<file path="src/lsu_pkg.sv">
package lsu_pkg;

    // **************************************************
    // widths
    // **************************************************
    localparam int xlen       = 64;
    localparam int strb_w     = 8;
    localparam int reg_addr_w = 5;

    // access size as driven on ar and aw
    typedef enum logic [1:0] {
        size_byte   = 2'd0,
        size_half   = 2'd1,
        size_word   = 2'd2,
        size_double = 2'd3
    } mem_size_e;

    typedef enum logic [1:0] {
        ls_none  = 2'd0,
        ls_load  = 2'd1,
        ls_store = 2'd2
    } ls_kind_e;

    // any other bus response code is success
    localparam logic [1:0] resp_ok         = 2'd0;
    localparam logic [1:0] resp_page_err   = 2'd2;
    localparam logic [1:0] resp_access_err = 2'd3;

    // **************************************************
    // trap causes
    // **************************************************
    localparam logic [xlen-1:0] cause_load_misaligned  = xlen'(4);
    localparam logic [xlen-1:0] cause_load_access      = xlen'(5);
    localparam logic [xlen-1:0] cause_store_misaligned = xlen'(6);
    localparam logic [xlen-1:0] cause_store_access     = xlen'(7);
    localparam logic [xlen-1:0] cause_load_page        = xlen'(13);
    localparam logic [xlen-1:0] cause_store_page       = xlen'(15);

    // **************************************************
    // payloads
    // **************************************************
    typedef struct packed {
        ls_kind_e               kind;
        mem_size_e              size;
        logic                   is_signed;
        logic [xlen-1:0]        addr;
        logic [xlen-1:0]        store_data;
        logic [reg_addr_w-1:0]  rd;
    } ex_req_t;

    // shared by ar and aw
    typedef struct packed {
        logic [xlen-1:0] addr;
        mem_size_e       size;
    } bus_addr_t;

    typedef struct packed {
        logic [xlen-1:0]   data;
        logic [strb_w-1:0] strb;
    } bus_wdata_t;

    typedef struct packed {
        logic [xlen-1:0] rdata;
        logic            page_err;
        logic            access_err;
    } bus_status_t;

    typedef struct packed {
        logic [reg_addr_w-1:0] rd;
        logic                  dest_wen;
        logic [xlen-1:0]       data;
        logic                  trap;
        logic [xlen-1:0]       cause;
        logic [xlen-1:0]       tval;
    } wb_result_t;

endpackage

</file>
<file path="src/lsu_bus_fsm.sv">
module lsu_bus_fsm import lsu_pkg::*; (
    input  logic            clk,
    input  logic            rst_n,
    input  logic            rd_start,
    input  logic            wr_start,
    input  logic            ex_ready,
    output logic            ar_valid,
    output logic            aw_valid,
    output logic            w_valid,
    input  logic            ar_ready,
    input  logic            aw_ready,
    input  logic            w_ready,
    input  logic            r_valid,
    input  logic            b_valid,
    input  logic [1:0]      r_resp,
    input  logic [1:0]      b_resp,
    input  logic [xlen-1:0] r_data,
    output logic            done,
    output bus_status_t     status
);

    typedef enum logic [1:0] {
        rd_idle,
        rd_wait_ar,
        rd_wait_r,
        rd_wait_out
    } rd_state_e;

    typedef enum logic [2:0] {
        wr_idle,
        wr_wait_aw_w,
        wr_wait_aw,
        wr_wait_w,
        wr_wait_b,
        wr_wait_out
    } wr_state_e;

    rd_state_e       rd_state;
    wr_state_e       wr_state;
    logic [xlen-1:0] rdata_q;
    logic            page_err_q;
    logic            access_err_q;
    logic            resp_fire;
    logic [1:0]      resp_code;

    // **************************************************
    // read side
    // **************************************************
    always_ff @(posedge clk or negedge rst_n) begin
        if (!rst_n) begin
            rd_state <= rd_idle;
        end else begin
            unique case (rd_state)
                rd_idle: begin
                    if (rd_start) begin
                        rd_state <= rd_wait_ar;
                    end
                end
                rd_wait_ar: begin
                    if (ar_ready) begin
                        rd_state <= rd_wait_r;
                    end
                end
                rd_wait_r: begin
                    if (r_valid) begin
                        rd_state <= rd_wait_out;
                    end
                end
                rd_wait_out: begin
                    if (ex_ready) begin
                        rd_state <= rd_idle;
                    end
                end
                default: begin
                    rd_state <= rd_idle;
                end
            endcase
        end
    end

    // **************************************************
    // write side
    // **************************************************
    always_ff @(posedge clk or negedge rst_n) begin
        if (!rst_n) begin
            wr_state <= wr_idle;
        end else begin
            unique case (wr_state)
                wr_idle: begin
                    if (wr_start) begin
                        wr_state <= wr_wait_aw_w;
                    end
                end
                wr_wait_aw_w: begin
                    // aw and w may finish in either order
                    if (aw_ready && w_ready) begin
                        wr_state <= wr_wait_b;
                    end else if (aw_ready) begin
                        wr_state <= wr_wait_w;
                    end else if (w_ready) begin
                        wr_state <= wr_wait_aw;
                    end
                end
                wr_wait_aw: begin
                    if (aw_ready) begin
                        wr_state <= wr_wait_b;
                    end
                end
                wr_wait_w: begin
                    if (w_ready) begin
                        wr_state <= wr_wait_b;
                    end
                end
                wr_wait_b: begin
                    if (b_valid) begin
                        wr_state <= wr_wait_out;
                    end
                end
                wr_wait_out: begin
                    if (ex_ready) begin
                        wr_state <= wr_idle;
                    end
                end
                default: begin
                    wr_state <= wr_idle;
                end
            endcase
        end
    end

    assign ar_valid = (rd_state == rd_wait_ar);
    assign aw_valid = (wr_state == wr_wait_aw_w) || (wr_state == wr_wait_aw);
    assign w_valid  = (wr_state == wr_wait_aw_w) || (wr_state == wr_wait_w);
    assign done     = (rd_state == rd_wait_out) || (wr_state == wr_wait_out);

    // **************************************************
    // response capture
    // **************************************************
    assign resp_fire = ((rd_state == rd_wait_r) && r_valid) ||
                       ((wr_state == wr_wait_b) && b_valid);
    assign resp_code = (rd_state == rd_wait_r) ? r_resp : b_resp;

    always_ff @(posedge clk or negedge rst_n) begin
        if (!rst_n) begin
            page_err_q   <= 1'b0;
            access_err_q <= 1'b0;
        end else if (resp_fire) begin
            page_err_q   <= (resp_code == resp_page_err);
            access_err_q <= (resp_code == resp_access_err);
        end else if (done && ex_ready) begin
            page_err_q   <= 1'b0;
            access_err_q <= 1'b0;
        end
    end

    // raw read beat before lane alignment
    always_ff @(posedge clk) begin
        if ((rd_state == rd_wait_r) && r_valid) begin
            rdata_q <= r_data;
        end
    end

    assign status = '{rdata: rdata_q, page_err: page_err_q, access_err: access_err_q};

endmodule

</file>
<file path="src/lsu_issue.sv">
module lsu_issue import lsu_pkg::*; (
    input  logic       ex_valid,
    input  ex_req_t    ex_req,
    output logic       rd_start,
    output logic       wr_start,
    output logic       misaligned,
    output bus_addr_t  ar_payload,
    output bus_addr_t  aw_payload,
    output bus_wdata_t w_payload
);

    logic              offset_bad;
    logic [strb_w-1:0] size_mask;
    logic [2:0]        lane;
    logic              is_load;
    logic              is_store;

    assign lane     = ex_req.addr[2:0];
    assign is_load  = (ex_req.kind == ls_load);
    assign is_store = (ex_req.kind == ls_store);

    // **************************************************
    // alignment check
    // **************************************************
    always_comb begin
        unique case (ex_req.size)
            size_byte: begin
                offset_bad = 1'b0;
            end
            size_half: begin
                offset_bad = ex_req.addr[0];
            end
            size_word: begin
                offset_bad = |ex_req.addr[1:0];
            end
            default: begin
                offset_bad = |ex_req.addr[2:0];
            end
        endcase
    end

    // only a real load or store can trap here
    assign misaligned = ex_valid && (ex_req.kind != ls_none) && offset_bad;

    // bus work only for aligned requests
    assign rd_start = ex_valid && is_load && !offset_bad;
    assign wr_start = ex_valid && is_store && !offset_bad;

    // **************************************************
    // bus payloads
    // **************************************************
    always_comb begin
        unique case (ex_req.size)
            size_byte: begin
                size_mask = 8'h01;
            end
            size_half: begin
                size_mask = 8'h03;
            end
            size_word: begin
                size_mask = 8'h0f;
            end
            default: begin
                size_mask = 8'hff;
            end
        endcase
    end

    // same address phase for both channels
    assign ar_payload = '{addr: ex_req.addr, size: ex_req.size};
    assign aw_payload = '{addr: ex_req.addr, size: ex_req.size};

    // store data moved up into its byte lanes
    always_comb begin
        w_payload.strb = size_mask << lane;
        w_payload.data = ex_req.store_data << {lane, 3'b000};
    end

endmodule

</file>
<file path="src/lsu_result_stage.sv">
module lsu_result_stage import lsu_pkg::*; (
    input  logic        clk,
    input  logic        rst_n,
    input  logic        ex_valid,
    input  ex_req_t     ex_req,
    input  logic        misaligned,
    input  logic        done,
    input  bus_status_t status,
    output logic        ex_ready,
    output logic        wb_valid,
    input  logic        wb_ready,
    output wb_result_t  wb
);

    logic [xlen-1:0] shifted;
    logic [xlen-1:0] load_data;
    logic            is_load;
    logic            trap;
    logic [xlen-1:0] cause;
    logic            reg_free;
    logic            wb_valid_q;
    wb_result_t      wb_next;
    wb_result_t      wb_q;

    assign is_load = (ex_req.kind == ls_load);

    // **************************************************
    // load alignment
    // **************************************************
    assign shifted = status.rdata >> {ex_req.addr[2:0], 3'b000};

    always_comb begin
        unique case (ex_req.size)
            size_byte: begin
                load_data = ex_req.is_signed ? {{(xlen-8){shifted[7]}}, shifted[7:0]}
                                             : {{(xlen-8){1'b0}}, shifted[7:0]};
            end
            size_half: begin
                load_data = ex_req.is_signed ? {{(xlen-16){shifted[15]}}, shifted[15:0]}
                                             : {{(xlen-16){1'b0}}, shifted[15:0]};
            end
            size_word: begin
                load_data = ex_req.is_signed ? {{(xlen-32){shifted[31]}}, shifted[31:0]}
                                             : {{(xlen-32){1'b0}}, shifted[31:0]};
            end
            default: begin
                load_data = shifted;
            end
        endcase
    end

    // **************************************************
    // trap select
    // **************************************************
    assign trap = misaligned || status.page_err || status.access_err;

    // misaligned first, then page, then access
    always_comb begin
        if (misaligned) begin
            cause = is_load ? cause_load_misaligned : cause_store_misaligned;
        end else if (status.page_err) begin
            cause = is_load ? cause_load_page : cause_store_page;
        end else if (status.access_err) begin
            cause = is_load ? cause_load_access : cause_store_access;
        end else begin
            cause = '0;
        end
    end

    always_comb begin
        wb_next.rd       = ex_req.rd;
        wb_next.dest_wen = is_load && !trap;
        wb_next.data     = (is_load && !trap) ? load_data : '0;
        wb_next.trap     = trap;
        wb_next.cause    = cause;
        wb_next.tval     = trap ? ex_req.addr : '0;
    end

    // **************************************************
    // writeback register
    // **************************************************
    assign reg_free = !wb_valid_q || wb_ready;
    assign ex_ready = ex_valid && reg_free && (done || misaligned);

    always_ff @(posedge clk or negedge rst_n) begin
        if (!rst_n) begin
            wb_valid_q <= 1'b0;
        end else if (reg_free) begin
            wb_valid_q <= ex_ready;
        end
    end

    // held while writeback stalls
    always_ff @(posedge clk) begin
        if (ex_ready) begin
            wb_q <= wb_next;
        end
    end

    assign wb_valid = wb_valid_q;
    assign wb       = wb_q;

endmodule

</file>
<file path="src/lsu_top.sv">
module lsu_top import lsu_pkg::*; (
    input  logic            clk,
    input  logic            rst_n,
    // execute
    input  logic            ex_valid,
    input  ex_req_t         ex_req,
    output logic            ex_ready,
    // read channels
    output logic            ar_valid,
    input  logic            ar_ready,
    output bus_addr_t       ar,
    input  logic            r_valid,
    input  logic [1:0]      r_resp,
    input  logic [xlen-1:0] r_data,
    // write channels
    output logic            aw_valid,
    input  logic            aw_ready,
    output bus_addr_t       aw,
    output logic            w_valid,
    input  logic            w_ready,
    output bus_wdata_t      w,
    input  logic            b_valid,
    input  logic [1:0]      b_resp,
    // writeback
    output logic            wb_valid,
    input  logic            wb_ready,
    output wb_result_t      wb
);

    logic        rd_start;
    logic        wr_start;
    logic        misaligned;
    logic        done;
    bus_status_t status;

    lsu_issue u_issue (
        .ex_valid   (ex_valid),
        .ex_req     (ex_req),
        .rd_start   (rd_start),
        .wr_start   (wr_start),
        .misaligned (misaligned),
        .ar_payload (ar),
        .aw_payload (aw),
        .w_payload  (w)
    );

    lsu_bus_fsm u_bus (
        .clk      (clk),
        .rst_n    (rst_n),
        .rd_start (rd_start),
        .wr_start (wr_start),
        .ex_ready (ex_ready),
        .ar_valid (ar_valid),
        .aw_valid (aw_valid),
        .w_valid  (w_valid),
        .ar_ready (ar_ready),
        .aw_ready (aw_ready),
        .w_ready  (w_ready),
        .r_valid  (r_valid),
        .b_valid  (b_valid),
        .r_resp   (r_resp),
        .b_resp   (b_resp),
        .r_data   (r_data),
        .done     (done),
        .status   (status)
    );

    lsu_result_stage u_result (
        .clk        (clk),
        .rst_n      (rst_n),
        .ex_valid   (ex_valid),
        .ex_req     (ex_req),
        .misaligned (misaligned),
        .done       (done),
        .status     (status),
        .ex_ready   (ex_ready),
        .wb_valid   (wb_valid),
        .wb_ready   (wb_ready),
        .wb         (wb)
    );

endmodule

</file>
<file path="config.mk">
export PLATFORM = sky130hd
export DESIGN_NAME = lsu_top
export DESIGN_NICKNAME = d
export VERILOG_FILES = /design/src/lsu_pkg.sv /design/src/lsu_bus_fsm.sv /design/src/lsu_issue.sv /design/src/lsu_result_stage.sv /design/src/lsu_top.sv
export SDC_FILE = /design/constraint.sdc
export NUM_CORES = 1
export LEC_CHECK = 0
export ABC_CLOCK_PERIOD_IN_PS = 20300
export BUFFER_PORTS_ARGS = -buffer_cell sky130_fd_sc_hd__buf_4
export CORE_AREA = 10 10 232 234
export DETAILED_ROUTE_END_ITERATION = 10
export DIE_AREA = 0 0 242 244
export PLACE_DENSITY_LB_ADDON = 0.12
export SLEW_MARGIN = 20
export SYNTH_ARGS = -nofsm -noshare
export SYNTH_HDL_FRONTEND = slang
export SYNTH_SLANG_ARGS = --single-unit
</file>
<file path="constraint.sdc">
create_clock -name clk -period 20.3 [get_ports clk]
set_input_delay 1.015 -clock clk [delete_from_list [all_inputs] [get_ports clk]]
set_output_delay 1.015 -clock clk [all_outputs]
set_load 0.01 [all_outputs]
</file>
# Word level (Yosys, flattened, before mapping)
# Cells that the tools add are included.
op_classes:
  n_eq_ne: 24
  mux: 30
  reduce_logical: 33
  n_shift: 3
op_table:
  columns: ["operator", "count"]
  rows:
  - ["$mux 64", 6]
  - ["$pmux 64 s3", 1]
  - ["$shl 64x6->64", 1]
  - ["$shr 64x6->64", 1]
  - ["$mux 3", 8]
  - ["$pmux 8 s3", 1]
  - ["$pmux 3 s6", 1]
  - ["$mux 2", 8]
  - ["$logic_and 1x1->1", 13]
  - ["$eq 2x2->1 const B", 6]
  - ["$ne 2x2->1 const B", 5]
  - ["$logic_or 1x1->1", 8]
  - ["$ne 2x1->1 const B", 4]
  - ["$pmux 2 s4", 1]
  - ["$shl 8x3->8", 1]
  - ["$eq 2x1->1 const B", 3]
  - ["$eq 3x2->1 const B", 2]
  - ["$eq 3x3->1 const B", 2]
  - ["$reduce_and 6->1", 1]
  - ["$logic_not 2->1", 2]
  - ["$ne 4x3->1 const B", 1]
  - ["$reduce_and 4->1", 1]
  - ["$reduce_bool 2->1", 2]
  - ["$eq 3x1->1 const B", 1]
  - ["6 further kinds", 10]
totals:
  register_bits: 271
  wordCells: 102
  out_inout_bits: 408
  in_bits: 215

# Logic depth before layout (Yosys ltp)
# Gate-level depths: netlist of the first run.
depth:
  ltp_word: 8
  ltp_mapped: 9
  mapped_depth_nobuf: 6

# By module
# A second synthesis of the first run with hierarchy kept.
unflattened:
  cells_unflattened: 1156
  hier_area_um2: 13445.4
modules_own_cells:
  columns: ["mod", "area_each_um2", "n_inst", "cells_per_inst"]
  rows:
  - ["lsu_result_stage", 7842.5, 1, 634]
  - ["lsu_issue", 3111.7, 1, 399]
  - ["lsu_bus_fsm", 2491.1, 1, 123]

# Worst setup path before layout of the first run
# OpenSTA, ideal clock, no wires.
synth_timing:
  path_kind: "in2out"
  start: "in ex_req[135] in the netlist's numbering"
  end: "out ex_ready"
  required_ps: 19285
  stages: 5
  arrival_time_ps: 11492
  n_path_buf: 1
  setup_slack_ps: 7793
  path_cell_list: "buf_2 o21ai_0 o21ai_2 o211ai_2 o21ai_0"
synth_between:
  elab_chain_len: 5
  word_cells_on_any_way: 7
  cone_classes: "eq/ne (2); mux (1); reduce/logical (4)"
synth_lines:
  columns: ["element", "line", "text"]
  rows:
  - ["start: declaration", "lsu_top.sv:6", "input ex_req_t ex_req,"]
  - ["$eq 2x2->1 (tied with other cells)", "lsu_issue.sv:26", "unique case (ex_req.size)"]
  - ["$pmux 1 s3 *", "lsu_issue.sv:26", null]
  - ["$logic_and 1x1->1 *", "lsu_issue.sv:43", "assign misaligned = ex_valid && (ex_req.kind != ls_none) && offset_bad;"]
  - ["$logic_or 1x1->1 *", "lsu_result_stage.sv:83", "assign ex_ready = ex_valid && reg_free && (done || misaligned);"]
  - ["$logic_and 1x1->1 *", "lsu_result_stage.sv:83", null]
  - ["end: declaration", "lsu_top.sv:7", "output logic ex_ready,"]
# Mark *: on every way between the ends. The rest lies on a longest branch, timed or not.

# Worst setup path in the final report of the first run
layout_timing:
  start: "in ex_req[71] in the netlist's numbering"
  end: "out ex_ready"
layout_between:
  elab_chain_len: 5
layout_lines:
  columns: ["element", "line", "text"]
  rows:
  - ["$reduce_or 3->1", "lsu_issue.sv:37", "offset_bad = |ex_req.addr[2:0];"]
  - ["$pmux 1 s3", "lsu_issue.sv:26", null]
  - ["$logic_and 1x1->1", "lsu_issue.sv:43", null]
  - ["$logic_or 1x1->1", "lsu_result_stage.sv:83", null]
  - ["$logic_and 1x1->1", "lsu_result_stage.sv:83", null]
# No other way between the ends.

==> results.py, run 1 <==
metrics = {
    "cells_and_area": {
        "syn2layout_area_growth_pct": 33.2,
        "fin_nets": 1794,
        "postLayoutCellArea_um2": 17300,
        "drive_above_1_share_pct": 45.9,
    },
    "pwr": {
        "leakage_nw": 7.27,
        "intPower_mw": 1.12,
        "power_per_cell_area_nw_per_um2": 96.2,
        "peakVddDrop_mv": 0.0494,
        "netSwitchingFraction_pct": 32.8,
        "combPwrFrac_pct": 32.0,
        "p_seq_share_pct": 40.0,
        "p_clk_share_pct": 27.9,
        "total_power_mw": 1.67,
        "p_sw_mw": 0.547,
    },
    "detailed_routing": {
        "drt_iter0_markers": 486,
        "ant_nets": 0,
        "viasPerCell": 4.43,
        "vias": 10053,
        "drt-pass1-iter-count": 5,
        "wl_met2_um": 28400,
        "routedLengthMet1_um": 20400,
        "wl_per_cell_um": 23.6,
        "drcViolationCount": 0,
        "drt-total-wl_um": 53600,
        "met3_length_um": 4150,
        "highest_layer": "met5",
    },
    "synthesis": {
        "yosysTopAreaCellShare_pct": 46.9,
        "netlist_area_um2": 13000,
        "yosysTopAreaCell": "edfxtp_1",
        "synthArstFlopShare_pct": 3.79,
        "yosysSeqAreaShare_pct": 48.4,
        "synth_seq_cells": 211,
        "synthCells": 1182,
        "avgSynthCellArea_um2": 11.0,
        "synthTopCellsByArea": "edfxtp_1, buf_4, mux2i_1",
        "ys_types": 57,
        "synthTopCellsByCount": "buf_4, edfxtp_1, nor2_1",
        "yosysWarnings": 0,
        "synth_edf_count": 203,
        "ys.flop_type": "edfxtp_1",
    },
    "floorplanning": {
        "die_y_um": 244,
        "die_w_um": 242,
        "dieArea_um2": 59000,
        "placementRows": 82,
        "start_util_pct": 26.3,
        "io_pins": 623,
        "core_area_um2": 49500,
    },
    "critical_path": {
        "crit_required_ps": 19290,
        "cp-start-kind": "primary input",
        "crit_path_end_kind": "primary output",
        "critPathKind": "primary input to primary output",
        "cp_max_fo": 69,
        "cp.arrival_ps": 3370,
    },
    "sta": {
        "maxSlewViolCount": 0,
        "worst_slew_pin_slew_ps": 1130,
        "max-slew-margin-rel_pct": 24.3,
        "setup_violations": 0,
        "rsz0062_at_grt": "false",
        "setup_tns_ps": 0,
        "finalCriticalPeriod_ps": 4380,
        "fmax_mhz": 228,
        "min_period_over_period_pct": 21.6,
        "hold_viol": 0,
        "fin_skew_ps": 12.5,
    },
    "min_path": {
        "min_path_type": "primary input to async pin",
    },
    "clocking": {
        "cts_sinks": 211,
        "clkLatencyLatePin_ps": 540,
        "cts.hold.buffers_added": 0,
        "clock-root-buffer": "clkbuf_16",
        "cts_buffers": 26,
        "cts_resized": 0,
        "post-cts-setup-buffers": 0,
        "cts_tree": "built",
        "path_clk_slew_ps": 60,
        "htree_num_levels": 1,
        "clk_path_buf_depth": 3,
    },
    "grt": {
        "grt_max_degree": 96,
        "antenna_found_initial": 7,
        "overflow": 0,
        "grt_pass1_vias": 10857,
        "track_usage_pct": 17.1,
        "grt_pass1_wl_um": 76600,
    },
    "status": {
        "status": "complete, no violations",
    },
    "placed_design": {
        "port-buffer-count": 562,
        "dpl.hpwl_um": 41300,
        "place_area_um2": 16500,
        "routabilityCongestion": 0.870,
    },
    "run": {
        "drv_cap": 0,
    },
}
state kept, by name, indices dropped and copies added, names as in the netlist:
signal and cells:
u_bus.access_err_q 1, u_bus.page_err_q 1, u_bus.rd_state 2, u_bus.rdata_q 64, u_bus.wr_state 3, u_result.wb 139, u_result.wb_valid 1
layer usage:
| metal | global-route usage, % | vias to the layer above |
|---|---|---|
| li1 | - | 4735 |
| met1 | 18.7 | 4863 |
| met2 | 31.9 | 396 |
| met3 | 5.54 | 47 |
| met4 | 2.81 | 12 |
| met5 | 0 | - |
critical path: stages:
cell      delay (ps)
buf_4            590
a21oi_1          180
o21ai_2          310
o211ai_2         220
o21ai_4          170
buf_4            510
buf_4            240
cell families after synthesis:
family | count (synthesis) | synth area share, %
AND/OR/NAND/NOR | 313 | 11.8
adder cells (fa/ha/maj) | 5 | 0.481
other | 1 | 0.0288
multiplexers | 152 | 13.1
AO/OA/AOI/OAI | 220 | 10.9
buffers and inverters | 280 | 15.2
flip-flops | 211 | 48.4
area by class of cell:
cell class / count / area, µm²
clock buffer: 29 / 662
inverter: 14 / 52.6
sequential: 211 / 6300
timing repair buffer: 571 / 4290
fill: 5072 / 32100
antenna: 1 / 2.50
tap: 672 / 841
multi-input combinational: 750 / 4980
clock inverter: 19 / 186
path summary, 6_finish.rpt:
path | start | end | slack [ps] | cells after the start
min reg2reg | u_bus.access_err_q | u_bus.access_err_q | 560 | 2
min in group clk | u_bus.access_err_q | u_bus.access_err_q | 560 | 2
max in group asynchronous | rst_n | u_bus.page_err_q | 19880 | 1
min | rst_n | u_bus.wr_state[1] | 290 | 1
max | ex_req[71] | ex_ready | 15920 | 7
max reg2reg | u_result.wb_valid | u_result.wb[37] | 17460 | 6
placed cells by master (no fill, tap or decap), drive strengths merged, types with 2 or more instances in the layout:
cell	instances
buf	571
edfxtp	203
a21oi	114
nor2	94
nand2	91
mux2i	80
and2	76
mux2	64
conb	60
o21ai	42
clkbuf	29
a211oi	19
nand2b	19
nor2b	17
inv	15
clkinv	13
a22oi	12
o22ai	9
mux4	8
dfrtp	8
o31a	7
nand3	6
ha	5
o21a	4
o32ai	3
bufinv	3
or3	2
clkinvlp	2
nor4	2
metrics by stage:
step	hold slack (ps)	util [%]	cells	setup WS [ps]
2_1_floorplan	512	-	1241	7790
3_3_place_gp	551	33.3	2218	15830
3_5_place_dp	550	33.3	2218	15790
4_1_cts	251	35.0	2266	15790
5_1_grt	261	35.0	2266	15650
6_report	287	35.0	2267	15920
power by group through the flow:
stage               Sequential, mW  Combinational [mW]  Clock [mW]
floorplan                    0.727               0.254           0
global placement             0.677               0.548           0
detailed placement           0.676               0.550           0
CTS                          0.669               0.552       0.484
global route                 0.677               0.582       0.499
finish                       0.667               0.534       0.465
Power figures use the tool's default switching activity.
==> run 2: changes to the inputs <==
ABC_AREA = 1   (was default)
ABC_CLOCK_PERIOD_IN_PS = 4300   (was 20300)
clock period = 4.3 ns   (was 20.3 ns; I/O delays follow)
==> results.py, run 2 <==
metrics = {
    "clocking": {
        "cts.hold.buffers_added": 129,
        "post-cts-setup-buffers": 0,
        "cts_sinks": 211,
        "clock-root-buffer": "clkbuf_16",
        "cts_resized": 0,
        "clkLatencyLatePin_ps": 560,
        "path_clk_slew_ps": 60,
        "cts_tree": "built",
        "htree_num_levels": 1,
        "cts_buffers": 27,
        "clk_path_buf_depth": 3,
    },
    "cells_and_area": {
        "drive_above_1_share_pct": 31.0,
        "syn2layout_area_growth_pct": 43.7,
        "fin_nets": 2277,
        "diodes": 0,
        "fin_util_pct": 37.7,
        "postLayoutCellArea_um2": 18600,
        "mostFrequentLayoutCells": "buf_4, nand2_1, nor2_1",
        "largest_reg_flops": 139,
        "final_common_cell": "buf_4",
    },
    "synthesis": {
        "yosysTopAreaCellShare_pct": 47.0,
        "synthArstFlopShare_pct": 3.79,
        "synth_seq_cells": 211,
        "ys.flop_type": "edfxtp_1",
        "yosysWarnings": 0,
        "avgSynthCellArea_um2": 8.41,
        "synthTopCellsByCount": "nand2_1, nor2_1, edfxtp_1",
        "netlist_area_um2": 13000,
        "synth_edf_count": 203,
        "yosysTopAreaCell": "edfxtp_1",
        "yosysMostFrequentCell": "nand2_1",
        "ys_types": 38,
        "synthCells": 1541,
        "yosysSeqAreaShare_pct": 48.6,
        "synthTopCellsByArea": "edfxtp_1, buf_4, nand2_1",
    },
    "grt": {
        "met1_usage_pct": 21.4,
        "use_met3_pct": 5.18,
        "met2_usage_pct": 33.5,
        "grt_max_degree": 106,
        "antenna_found_initial": 0,
        "top_usage_layer": "met2",
        "grt_pass1_wl_um": 84300,
        "grt_pass1_vias": 12108,
        "overflow": 0,
        "track_usage_pct": 18.8,
    },
    "sta": {
        "fmax_mhz": 356,
        "max-slew-margin-rel_pct": 35.7,
        "hold_viol": 0,
        "finalCriticalPeriod_ps": 2810,
        "worst_slew_pin_slew_ps": 965,
        "maxSlewViolCount": 0,
        "rsz0062_at_grt": "false",
        "fin_skew_ps": 18.5,
        "setup_tns_ps": 0,
        "min_period_over_period_pct": 65.4,
        "setup_violations": 0,
    },
    "pwr": {
        "leakage_nw": 8.75,
        "peakVddDrop_mv": 0.254,
        "total_power_mw": 7.90,
        "power_per_cell_area_nw_per_um2": 424,
    },
    "placed_design": {
        "place_area_um2": 16500,
        "dpl.hpwl_um": 46500,
        "routabilityCongestion": 0.891,
        "port-buffer-count": 562,
    },
    "min_path": {
        "hold_path_depth": 3,
        "min_path_type": "primary input to register",
    },
    "critical_path": {
        "cp.arrival_ps": 2600,
        "crit_buf_inv": 2,
        "crit_required_ps": 4090,
        "cpLargestDelayFamily": "simple AND/OR/NAND/NOR gates",
        "ff2ff_path_depth": 6,
        "worst_path_max_delay_cell": "o21bai_1",
        "cp-start-kind": "register",
        "critPathKind": "register to primary output",
        "rrSetupSlack_ps": 1860,
        "crit_path_end_kind": "primary output",
        "cp_max_fo": 71,
        "crit_cells": 6,
        "max_stage_delay_ps": 520,
        "crit_chain": "inv_1 > nand2_1 > nor2_1 > o21bai_1 > nand2_8 > buf_4",
    },
    "floorplanning": {
        "placementRows": 82,
        "die_w_um": 242,
        "die_y_um": 244,
        "start_util_pct": 26.2,
        "dieArea_um2": 59000,
        "io_pins": 623,
        "core_area_um2": 49500,
    },
    "detailed_routing": {
        "drcViolationCount": 0,
        "viasPerCell": 4.35,
        "drt_iter0_markers": 792,
        "drt-total-wl_um": 58800,
        "drt-pass1-iter-count": 8,
        "ant_nets": 0,
        "wl_per_cell_um": 21.4,
        "vias": 11955,
    },
    "status": {
        "status": "complete, no violations",
    },
    "run": {
        "drv_cap": 0,
    },
}
run 2: tightest hold or removal path: cells and delay by family:
family	cells	cell delay, ps
buffers and inverters	2	150
and+or+nand+nor	1	90
run 2: final timing paths:
| path | from | to |
|---|---|---|
| worst max-delay path | u_bus.wr_state[1] | ex_ready |
| worst min-delay path | ex_req[130] | u_result.wb[61] |
| worst max register to register | u_bus.wr_state[1] | u_result.wb[134] |
| worst min register to register | u_bus.rd_state[1] | u_bus.rd_state[1] |
| max in group asynchronous | rst_n | u_bus.rd_state[1] |
| min in group asynchronous | rst_n | u_bus.wr_state[1] |
run 2: cell type report:
class	count	area [µm²]
clock inverter	17	171
multi-input combinational	960	4400
clock buffer	33	698
inverter	152	579
fill	5132	30800
sequential	211	6300
timing repair buffer	705	5640
tap	672	841
run 2: logic make-up (layout without fill, tap and decap cells):
group | Yosys count | after routing | share of synthesized area, %
flip-flops | 211 | 211 | 48.6
AO/OA/AOI/OAI | 212 | 212 | 9.12
other | 1 | 60 | 0.0289
AND/OR/NAND/NOR | 663 | 663 | 21.0
adder cells (fa/ha/maj) | 5 | 5 | 0.483
multiplexers | 20 | 20 | 1.54
buffers and inverters | 429 | 907 | 19.3
run 2: stage by stage:
step           worst slack [ps]  hold slack, ps  std cells
6_report                   1490            24.0       2750
5_1_grt                    1310            10.9       2750
4_1_cts                    1440           0.588       2750
3_5_place_dp               1330            54.8       2571
3_3_place_gp               1350            58.4       2571
2_1_floorplan              1310           -80.6       1600
run 2: power breakdown:
group          switching [mW]  total (mW)  internal (mW)
registers               0.196        3.04           2.84
logic                    1.60        2.63           1.02
clock network           0.902        2.24           1.33
run 2: routing by layer:
| layer | vias to the layer above | routed length [µm] |
|---|---|---|
| li1 | 5799 | - |
| met1 | 5632 | 22600 |
| met2 | 449 | 29900 |
| met3 | 75 | 4180 |
| met4 | 0 | 2090 |
| met5 | - | 0 |
==> run 3: changes to the inputs <==
ABC_AREA = 0   (was 1)
ABC_CLOCK_PERIOD_IN_PS = 2900   (was 4300)
clock period = 2.9 ns   (was 4.3 ns; I/O delays follow)
==> results.py, run 3 (synthesized netlist as in run 1, its figures left out) <==
metrics = {
    "status": {
        "status": "complete, no violations",
    },
    "grt": {
        "track_usage_pct": 17.7,
        "grt_max_degree": 95,
        "overflow": 0,
        "grt_pass1_wl_um": 79600,
        "antenna_found_initial": 0,
        "grt_pass1_vias": 11244,
    },
    "floorplanning": {
        "dieArea_um2": 59000,
        "start_util_pct": 26.3,
        "die_y_um": 244,
        "die_w_um": 242,
        "core_area_um2": 49500,
        "placementRows": 82,
        "io_pins": 623,
    },
    "critical_path": {
        "cp-start-kind": "register",
        "crit_path_end_kind": "register",
        "crit_required_ps": 3360,
        "r2r-start": "u_bus.rd_state[0]",
        "crit_chain": "inv_1 > ha_1 > mux2i_1 > dlygate4sd3_1 > nand3_1 > dlygate4sd3_1 > o21ai_0",
        "reg2reg_to": "u_bus.page_err_q",
        "ff2ff_path_depth": 7,
        "cp_max_fo": 5,
        "crit_buf_inv": 3,
        "cp.arrival_ps": 2930,
        "cpLargestDelayFamily": "buffers and inverters",
        "critPathMostFrequentCell": "dlygate4sd3_1",
        "critPathKind": "register to register",
        "rrSetupSlack_ps": 430,
        "max_stage_delay_ps": 590,
        "worst_path_max_delay_cell": "dlygate4sd3_1",
    },
    "clocking": {
        "cts_resized": 0,
        "cts_tree": "built",
        "cts_sinks": 211,
        "cts_buffers": 26,
        "htree_num_levels": 1,
        "post-cts-setup-buffers": 0,
        "clock-root-buffer": "clkbuf_16",
        "clkLatencyLatePin_ps": 560,
        "path_clk_slew_ps": 60,
        "cts.hold.buffers_added": 141,
        "clk_path_buf_depth": 3,
    },
    "detailed_routing": {
        "wl_per_cell_um": 22.9,
        "ant_nets": 0,
        "drt-total-wl_um": 55400,
        "drt_iter0_markers": 556,
        "drcViolationCount": 0,
        "vias": 10665,
        "viasPerCell": 4.41,
        "drt-pass1-iter-count": 5,
    },
    "sta": {
        "fmax_mhz": 405,
        "fin_skew_ps": 21.5,
        "hold_viol": 0,
        "maxSlewViolCount": 0,
        "fin_ws_ps": 430,
        "hold_slack_ps": 32.0,
        "worst_slew_pin_slew_ps": 978,
        "setup_tns_ps": 0,
        "rsz0062_at_grt": "false",
        "setup_violations": 0,
        "min_period_over_period_pct": 85.2,
        "finalCriticalPeriod_ps": 2470,
        "max-slew-margin-rel_pct": 34.8,
    },
    "min_path": {
        "holdCritStartpoint": "ex_req[71]",
        "min_path_type": "primary input to register",
        "hold_path_end": "u_result.wb[2]",
        "hold_path_depth": 2,
    },
    "pwr": {
        "power_per_cell_area_nw_per_um2": 634,
        "leakage_nw": 7.96,
        "total_power_mw": 12.0,
        "peakVddDrop_mv": 0.384,
    },
    "placed_design": {
        "routabilityCongestion": 0.856,
        "dp_cells": 2233,
        "place_area_um2": 16700,
        "dpl.hpwl_um": 43600,
        "post-place-ws_ps": 647,
        "port-buffer-count": 562,
    },
    "cells_and_area": {
        "finalNonFillerCells": 2421,
        "fillers": 4856,
        "postLayoutCellArea_um2": 19000,
        "largest_reg_flops": 139,
        "regArea_um2": 6300,
        "fin_util_pct": 38.3,
        "mostFrequentLayoutCells": "buf_4, edfxtp_1, dlygate4sd3_1",
        "multi_input_comb_area_um2": 4980,
        "fin_nets": 1950,
        "diodes": 0,
        "final_common_cell": "buf_4",
        "syn2layout_area_growth_pct": 45.7,
        "drive_above_1_share_pct": 42.9,
    },
    "run": {
        "drv_cap": 0,
    },
}
-- run 3: power by group --
group | total (mW) | switching [mW] | internal [mW]
sequential | 4.66 | 0.366 | 4.30
combinational | 4.12 | 2.26 | 1.86
clock | 3.25 | 1.35 | 1.89
-- run 3: layout make-up --
class                   instances  share of cell area (%)
flip-flops and latches        211                    33.2
repair buffers                727                    31.2
multi-input cells             750                    26.3
well taps                     672                    4.44
clock buffers                  31                    3.64
clock inverters                16                   0.918
inverters                      14                   0.277
-- run 3: metal layers --
metal  part of all wire [%]  wire (µm)  global-route usage (%)  vias up
li1                       -          -                       -     5031
met1                     40      22300                    21.0     5131
met2                     50      27900                    31.3      457
met3                    7.7       4290                    5.19       46
met4                    1.5        836                    3.51        0
met5                      0          0                       0        -
-- run 3: how the worst max path moves through the flow --
stage | endpoint | from | slack [ps] | cells after the start
finish | u_bus.page_err_q | u_bus.rd_state[0] | 430 | 7
floorplan | u_result.wb[0] | u_result.wb_valid | -440 | 3
detailed placement | u_result.wb[5] | ex_req[135] | 650 | 6
global placement | u_result.wb[191] | ex_req[69] | 670 | 6
global route | ex_ready | u_result.wb_valid | 260 | 7
CTS | ex_ready | u_result.wb_valid | 390 | 7
-- run 3: worst register-to-register path: cells and delay by family (launching register included) --
kind	cells	cell delay (ps)
buffers and inverters	3	1280
DFF	1	400
adders and majority gates	1	280
muxes	1	280
AOI/OAI and AO/OA	1	80
and+or+nand+nor	1	70
